--- src/cache_cfg.svh ---
// geometry macros of the two-way cache
`ifndef CACHE_CFG_SVH
`define CACHE_CFG_SVH

// byte offset inside a 32-byte line
`define CACHE_OFFSET_BITS 5

// set index
`define CACHE_INDEX_BITS 3
`define CACHE_NUM_SETS 8

// one line, one enable per byte
`define CACHE_LINE_BITS 256
`define CACHE_MASK_BITS 32

`endif

--- src/rv32i_types.sv ---
// shared types for the two-way cache, its CPU port and its memory port
`include "cache_cfg.svh"

package rv32i_types;

    typedef logic [31:0] rv32i_word;
    typedef logic [31-`CACHE_OFFSET_BITS-`CACHE_INDEX_BITS:0] cache_tag_t;
    typedef logic [`CACHE_INDEX_BITS-1:0] cache_index_t;
    typedef logic [`CACHE_LINE_BITS-1:0] cache_line_t;
    typedef logic [`CACHE_MASK_BITS-1:0] cache_mask_t;

    typedef struct packed {
        logic        read;
        logic        write;
        rv32i_word   address;
        cache_line_t wdata;
        cache_mask_t byte_enable;
    } cpu_req_t;

    typedef struct packed {
        logic        read;
        logic        write;
        rv32i_word   address;
        cache_line_t wdata;
    } pmem_req_t;

    // control strobes from the FSM to the datapath
    typedef struct packed {
        logic set_dirty;
        logic reset_dirty;
        logic set_valid;
        logic load_tag;
        logic set_lru;
        logic data_read;
        logic load_data;
        logic pmem_write;
    } cache_ctrl_t;

    typedef struct packed {
        logic hit;
        logic dirty;   // dirty bit of the lru victim
    } cache_status_t;

endpackage

--- src/cache_control.sv ---
// cache FSM sequencing compare, write-back, fill and response
`timescale 1ns/1ps

module cache_control
(
    input  logic                       clk,
    input  logic                       rst,
    input  rv32i_types::cpu_req_t      req,
    input  rv32i_types::cache_status_t status,
    input  logic                       pmem_resp,
    output rv32i_types::cache_ctrl_t   ctrl,
    output logic                       mem_resp,
    output logic                       pmem_read,
    output logic                       pmem_write
);

    typedef enum logic [2:0] {IDLE, COMPARE, WRITEBACK, FILL, RESP} state_t;

    state_t state;
    state_t state_next;

    always_ff @(posedge clk)
    begin
        if (rst)
        begin
            state <= IDLE;
        end
        else
        begin
            state <= state_next;
        end
    end

    always_comb
    begin
        state_next = state;
        ctrl       = '0;
        mem_resp   = 1'b0;
        pmem_read  = 1'b0;
        pmem_write = 1'b0;
        unique case (state)
            IDLE:
            begin
                if (req.read || req.write)
                begin
                    ctrl.data_read = 1'b1;   // arrays valid next cycle
                    state_next     = COMPARE;
                end
            end
            COMPARE:
            begin
                if (status.hit)
                begin
                    ctrl.set_lru   = 1'b1;
                    ctrl.data_read = 1'b1;   // refresh outputs for RESP
                    if (req.write)
                    begin
                        ctrl.set_dirty = 1'b1;
                        ctrl.load_data = 1'b1;
                    end
                    state_next = RESP;
                end
                else
                begin
                    state_next = status.dirty ? WRITEBACK : FILL;
                end
            end
            WRITEBACK:
            begin
                pmem_write      = 1'b1;
                ctrl.pmem_write = 1'b1;
                if (pmem_resp)
                begin
                    state_next = FILL;
                end
            end
            FILL:
            begin
                pmem_read = 1'b1;
                if (pmem_resp)
                begin
                    // install line in victim way, clean and valid
                    ctrl.load_data   = 1'b1;
                    ctrl.load_tag    = 1'b1;
                    ctrl.set_valid   = 1'b1;
                    ctrl.reset_dirty = 1'b1;
                    ctrl.data_read   = 1'b1;
                    state_next       = COMPARE;
                end
            end
            RESP:
            begin
                mem_resp   = 1'b1;
                state_next = IDLE;
            end
            default:
            begin
                state_next = IDLE;
            end
        endcase
    end

    a_pmem_excl: assert property (@(posedge clk) disable iff (rst) !(pmem_read && pmem_write));
    a_resp_pulse: assert property (@(posedge clk) disable iff (rst) mem_resp |=> !mem_resp);

endmodule

--- config.mk ---
export PLATFORM = sky130hd
export DESIGN_NAME = cache_control
export DESIGN_NICKNAME = d
export VERILOG_FILES = /design/src/rv32i_types.sv /design/src/cache_control.sv
export VERILOG_INCLUDE_DIRS = /design/src
export SDC_FILE = /design/constraint.sdc
export NUM_CORES = 1
export LEC_CHECK = 0
export ABC_AREA = 0
export CORE_AREA = 4 4 130 132
export DETAILED_ROUTE_END_ITERATION = 10
export DIE_AREA = 0 0 134 136
export DONT_BUFFER_PORTS = 1
export GPL_TIMING_DRIVEN = 0
export PLACE_DENSITY_LB_ADDON = 0.2
export SYNTH_ARGS = -nofsm -noshare
export SYNTH_HDL_FRONTEND = slang
export SYNTH_SLANG_ARGS = --single-unit
--- constraint.sdc ---
create_clock -name clk -period 1.38 [get_ports clk]
set_input_delay 0.138 -clock clk [delete_from_list [all_inputs] [get_ports clk]]
set_output_delay 0.138 -clock clk [all_outputs]
set_load 0.01 [all_outputs]
---- Yosys cells after proc, flatten, opt, wreduce, memory -nomap -nowiden ----
Index checks and enable logic that the tools add are counted.
cells by class
  equal/unequal tests ..................... 7
  mux-type cells .......................... 20
  reductions and logical operators ........ 3
operators by type and width
  kind                                                              count
  3-bit 2-to-1 mux                                                  7
  3-bit case mux with 4 select lines                                1
  1-bit 2-to-1 mux                                                  9
  3-bit by 2-bit == test with 1-bit output (second input constant)  2
  2-bit inequality test (second input constant)                     3
  3-bit by 1-bit == test with 1-bit output (second input constant)  1
  3-bit == test (second input constant)                             1
  3-bit logical NOT                                                 1
  1-bit case mux with 3 select lines                                1
  3-bit AND reduction                                               1
  2-bit 2-to-1 mux                                                  1
  1-bit case mux with 2 select lines                                1
  1-bit logical OR                                                  1
word-level totals
  bits in registers ....................... 3
  input port bits ......................... 327
  output and inout bits ................... 11
  logic and storage cells ................. 31

---- Logic depth before layout (Yosys ltp) ----
  word-level depth ........................ 3
  gate-level depth with buffers ........... 4
  gate-level depth less buffers ........... 3

---- Least setup slack after synthesis ----
OpenSTA, ideal clock, no wires.
  path kind ............................... register -> output
  from .................................... reg state[0]
  to ...................................... out ctrl[1] in the netlist's numbering
  data arrival time ....................... 1.081 ns
  data required time ...................... 1.242 ns
  setup slack ............................. 0.161 ns
  cell stages (with the launch flop) ...... 5
  buffers on the path ..................... 1
  cell sequence ........................... dfxtp_1 buf_2 and2b_4 and3_1 or2_1
RTL lines
  element                 RTL line             source
  from (decl)             cache_control.sv:19  state_t state;
  from (signal assigned)  cache_control.sv:30  state <= state_next;
  to (decl)               cache_control.sv:11  output rv32i_types::cache_ctrl_t ctrl,

==> results by group <==
Global routing
  – Vias in the first global route: 307
  – Largest net degree at the start of global routing: 11
  – Grt total ovfl: 0
  – Antenna violations before repair: 0
  – GRT Util Overall: around 1.1%
  – First-pass GRT wire length: between 1500 and 2000 um

Worst setup path
  – Worst path slowest cell: dfxtp_4
  – CP peak stage delay: 350 ps
  – CP arrival: approximately 1200 ps
  – CP Cell Sequence: and4bb_4 > and2_4 > or2_4
  – CP delay by family, top: simple AND/OR/NAND/NOR gates
  – Worst path bufs/invs: 0
  – Data required time of the worst path: roughly 1200 ps
  – Worst Setup SP: state[1]
  – Worst R2R Start: state[0]
  – Crit path kind: reg2out
  – Startpoint Class: flip-flop
  – Crit end category: output pin
  – Crit path max fanout: 5

STA
  – Unrepaired setup endpoints after global routing: yes
  – Worst slew pin tran: 335 ps
  – Worst setup margin: approximately 4.4 ps
  – Min Tclk post-route: between 1000 and 1500 ps
  – Final period utilization: 99.7%
  – Max transition margin: between 70% and 80%
  – Maximum clock rate: 0.727 GHz
  – Final Setup Violations: 0
  – Hold Vio Cnt, Final: 0
  – Final Skew: 2.23 ps
  – Max-slew violations: 0

CTS
  – Reg clk slew, reported paths: 30 ps
  – CTS tree: done
  – Deepest clock path buffer count: 2
  – Total CTS buffers: 3
  – Root buf cell: clkbuf_16
  – Clk_lat worst skew: 220 ps
  – Clk sinks: 3
  – CTS HTree Levels: 1

Routing
  – Initial detailed-routing violation count: 2
  – Post-route DRC: 0
  – Detailed-route via count: 264
  – Vias per inst: roughly 1.0
  – Drt pass-1 iters: 2
  – Total wire length: 1040 um
  – Post-route ant nets: 0
  – Drt wl/cell: about 4 um

Power and ir drop
  – PnR Total Power: 683 uW
  – Leakage: about 0.19 nW
  – Max IR drop VDD: roughly 850 uV
  – Power share of the sequential group: about 16%
  – Pwr dens: approximately 990 mW/mm^2
  – Clock power share: about 66%
  – NetSw: about 140 uW
  – Sw frac: 20.5%
  – Power Internal: ~540 uW
  – Combinational Power Share: 17.7%

Status
  – Status: complete, no violations

Flow run
  – Max-cap viol count: 0

Placement
  – Post-detailed-placement half-perimeter wirelength: between 700 and 800 um
  – Gpl congestion: 0.578
  – Pre-CTS setup slack: -212 ps
  – Port buffer count: 0
  – Placed Area: 526 um^2

Floorplan
  – Die area: 0.0182 mm^2
  – Row cnt: 46
  – CORE AREA: approximately 0.016 mm^2
  – Die Ht: approximately 140 um
  – Initial Util: ~1.6%
  – Die W: 134 um
  – I/O pins: roughly 340

Synth
  – Mapped Cells: 32
  – Post-Syn Nets: around 360
  – Largest area contributor in the netlist: dfxtp_1
  – Largest cells by area after synthesis: dfxtp_1 (24%), buf_4 (15%), and4bb_4 (6.4%), nor3b_1 (5.9%), and2_1 (4.9%)
  – Synth warnings: 0
  – Most common cell in the netlist: buf_4
  – Seq cells post-synth: 3
  – Post-synth EDFFs: 0
  – Fraction of registers with async set or reset after synthesis: 0%
  – Avg Inst Size Synth: 7.98 um^2
  – Commonest cells in the netlist: buf_4 (5), dfxtp_1 (3)
  – Top_reg_cell synth: dfxtp_1
  – Unique cell type count in the Yosys netlist: 20
  – Seq/Total Area, Yosys: around a quarter
  – Area share of the largest cell type after synthesis: 23.5%
  – Synth Cell Area: approximately 260 um^2

Final layout
  – Antenna fix cells: 0
  – Layout Nets: 370
  – Layout Cell Area excl Fill: 689 um^2
  – Top Registers: state x3
  – Largest register FFs: 3
  – Largest Register: state
  – Layout area overhead: 170%
  – Layout cell share with drive strength beyond 1: roughly 57%

Hold path
  – Min-delay src: pmem_resp
  – Worst hold-check path type: in2reg
[routing by layer]
| layer | global-route usage [%] | up-vias | routed length, um |
|---|---|---|---|
| met3 | 0.703 | 0 | 88 |
| met2 | 2.05 | 15 | 556 |
| met4 | 0.343 | 0 | 0 |
| li1 | - | 127 | - |
| met1 | 1.11 | 122 | 390 |
| met5 | 0 | - | 0 |
[placed cells by master, fill, tap and decap left out]
cell type	netlist	final
a21oi_1	2	1
dfxtp_4	0	3
nor3b_4	0	1
clkbuf_2	0	1
nor3_1	1	1
a21oi_2	0	1
clkbuf_16	0	3
clkbuf_1	0	1
nand2_1	2	2
or2_4	0	1
buf_6	0	1
and2_1	2	2
and4bb_4	1	1
mux2_1	1	1
or3_1	1	1
and2b_4	1	1
and3_4	0	1
nor2b_1	1	1
dlygate4sd3_1	0	1
o21ai_0	2	2
and2_4	1	1
nor3b_1	2	1
nor4_1	1	1
buf_4	5	9
a22oi_1	1	1
nor2_1	2	2
[stage by stage]
| step | TNS (ps) | cells | utilization (%) | hold WS, ps |
|---|---|---|---|---|
| 6_report | 0 | 258 | 4.39 | 158 |
| 5_1_grt | -28.9 | 258 | 4.39 | 188 |
| 4_1_cts | -32.5 | 258 | 4.37 | 178 |
| 3_5_place_dp | -238 | 248 | 3.34 | 213 |
| 3_3_place_gp | -214 | 248 | 3.34 | 215 |
| 2_1_floorplan | 0 | 32 | - | 210 |
[final timing paths]
check             end  slack, ps  cells past startpoint
min reg2reg  state[0]        550                      2
max           ctrl[1]          4                      3
min          state[0]        160                      2
max reg2reg  state[0]        320                      3
[layout make-up]
class,instances,area [um^2]
plain buffers,4,33.8
clock buffers,4,78.8
fillers,1860,15000
multi-input cells,23,175
flip-flops and latches,3,71.3
well taps,216,270
repair buffers,8,60.1
[timing repair]
action / in CTS / in global routing
hold buffers: 1 / 0
buffers inserted: 6 / 1
setup endpoints to repair: 5 / 5
hold endpoints to repair: 3 / 0
pin swaps: 2 / 4
resized for setup: 11 / 3
[cell families (layout without fill, tap and decap cells)]
family	Yosys count	in the layout	share of synthesized area, %
multiplexers	1	1	4.41
AO/OA/AOI/OAI	5	5	10.8
AND/OR/NAND/NOR	17	17	44.6
flip-flops	3	3	23.5
buffers and inverters	6	16	16.7
[power by group through the flow]
stage	sequential, mW	clock, mW	combinational [mW]
6_report	0.111	0.452	0.121
5_1_grt	0.112	0.470	0.133
4_1_cts	0.112	0.461	0.123
3_5_place_dp	0.101	0	0.101
3_3_place_gp	0.101	0	0.103
2_1_floorplan	0.0993	0	0.0831
[worst register-to-register path, cell delays in order (launching register included)]
cell     delay (ps)
dfxtp_4         360
or3_1           380
a21oi_1         140
nor4_1           60
Note: power is estimated with default switching activity, not from simulation.
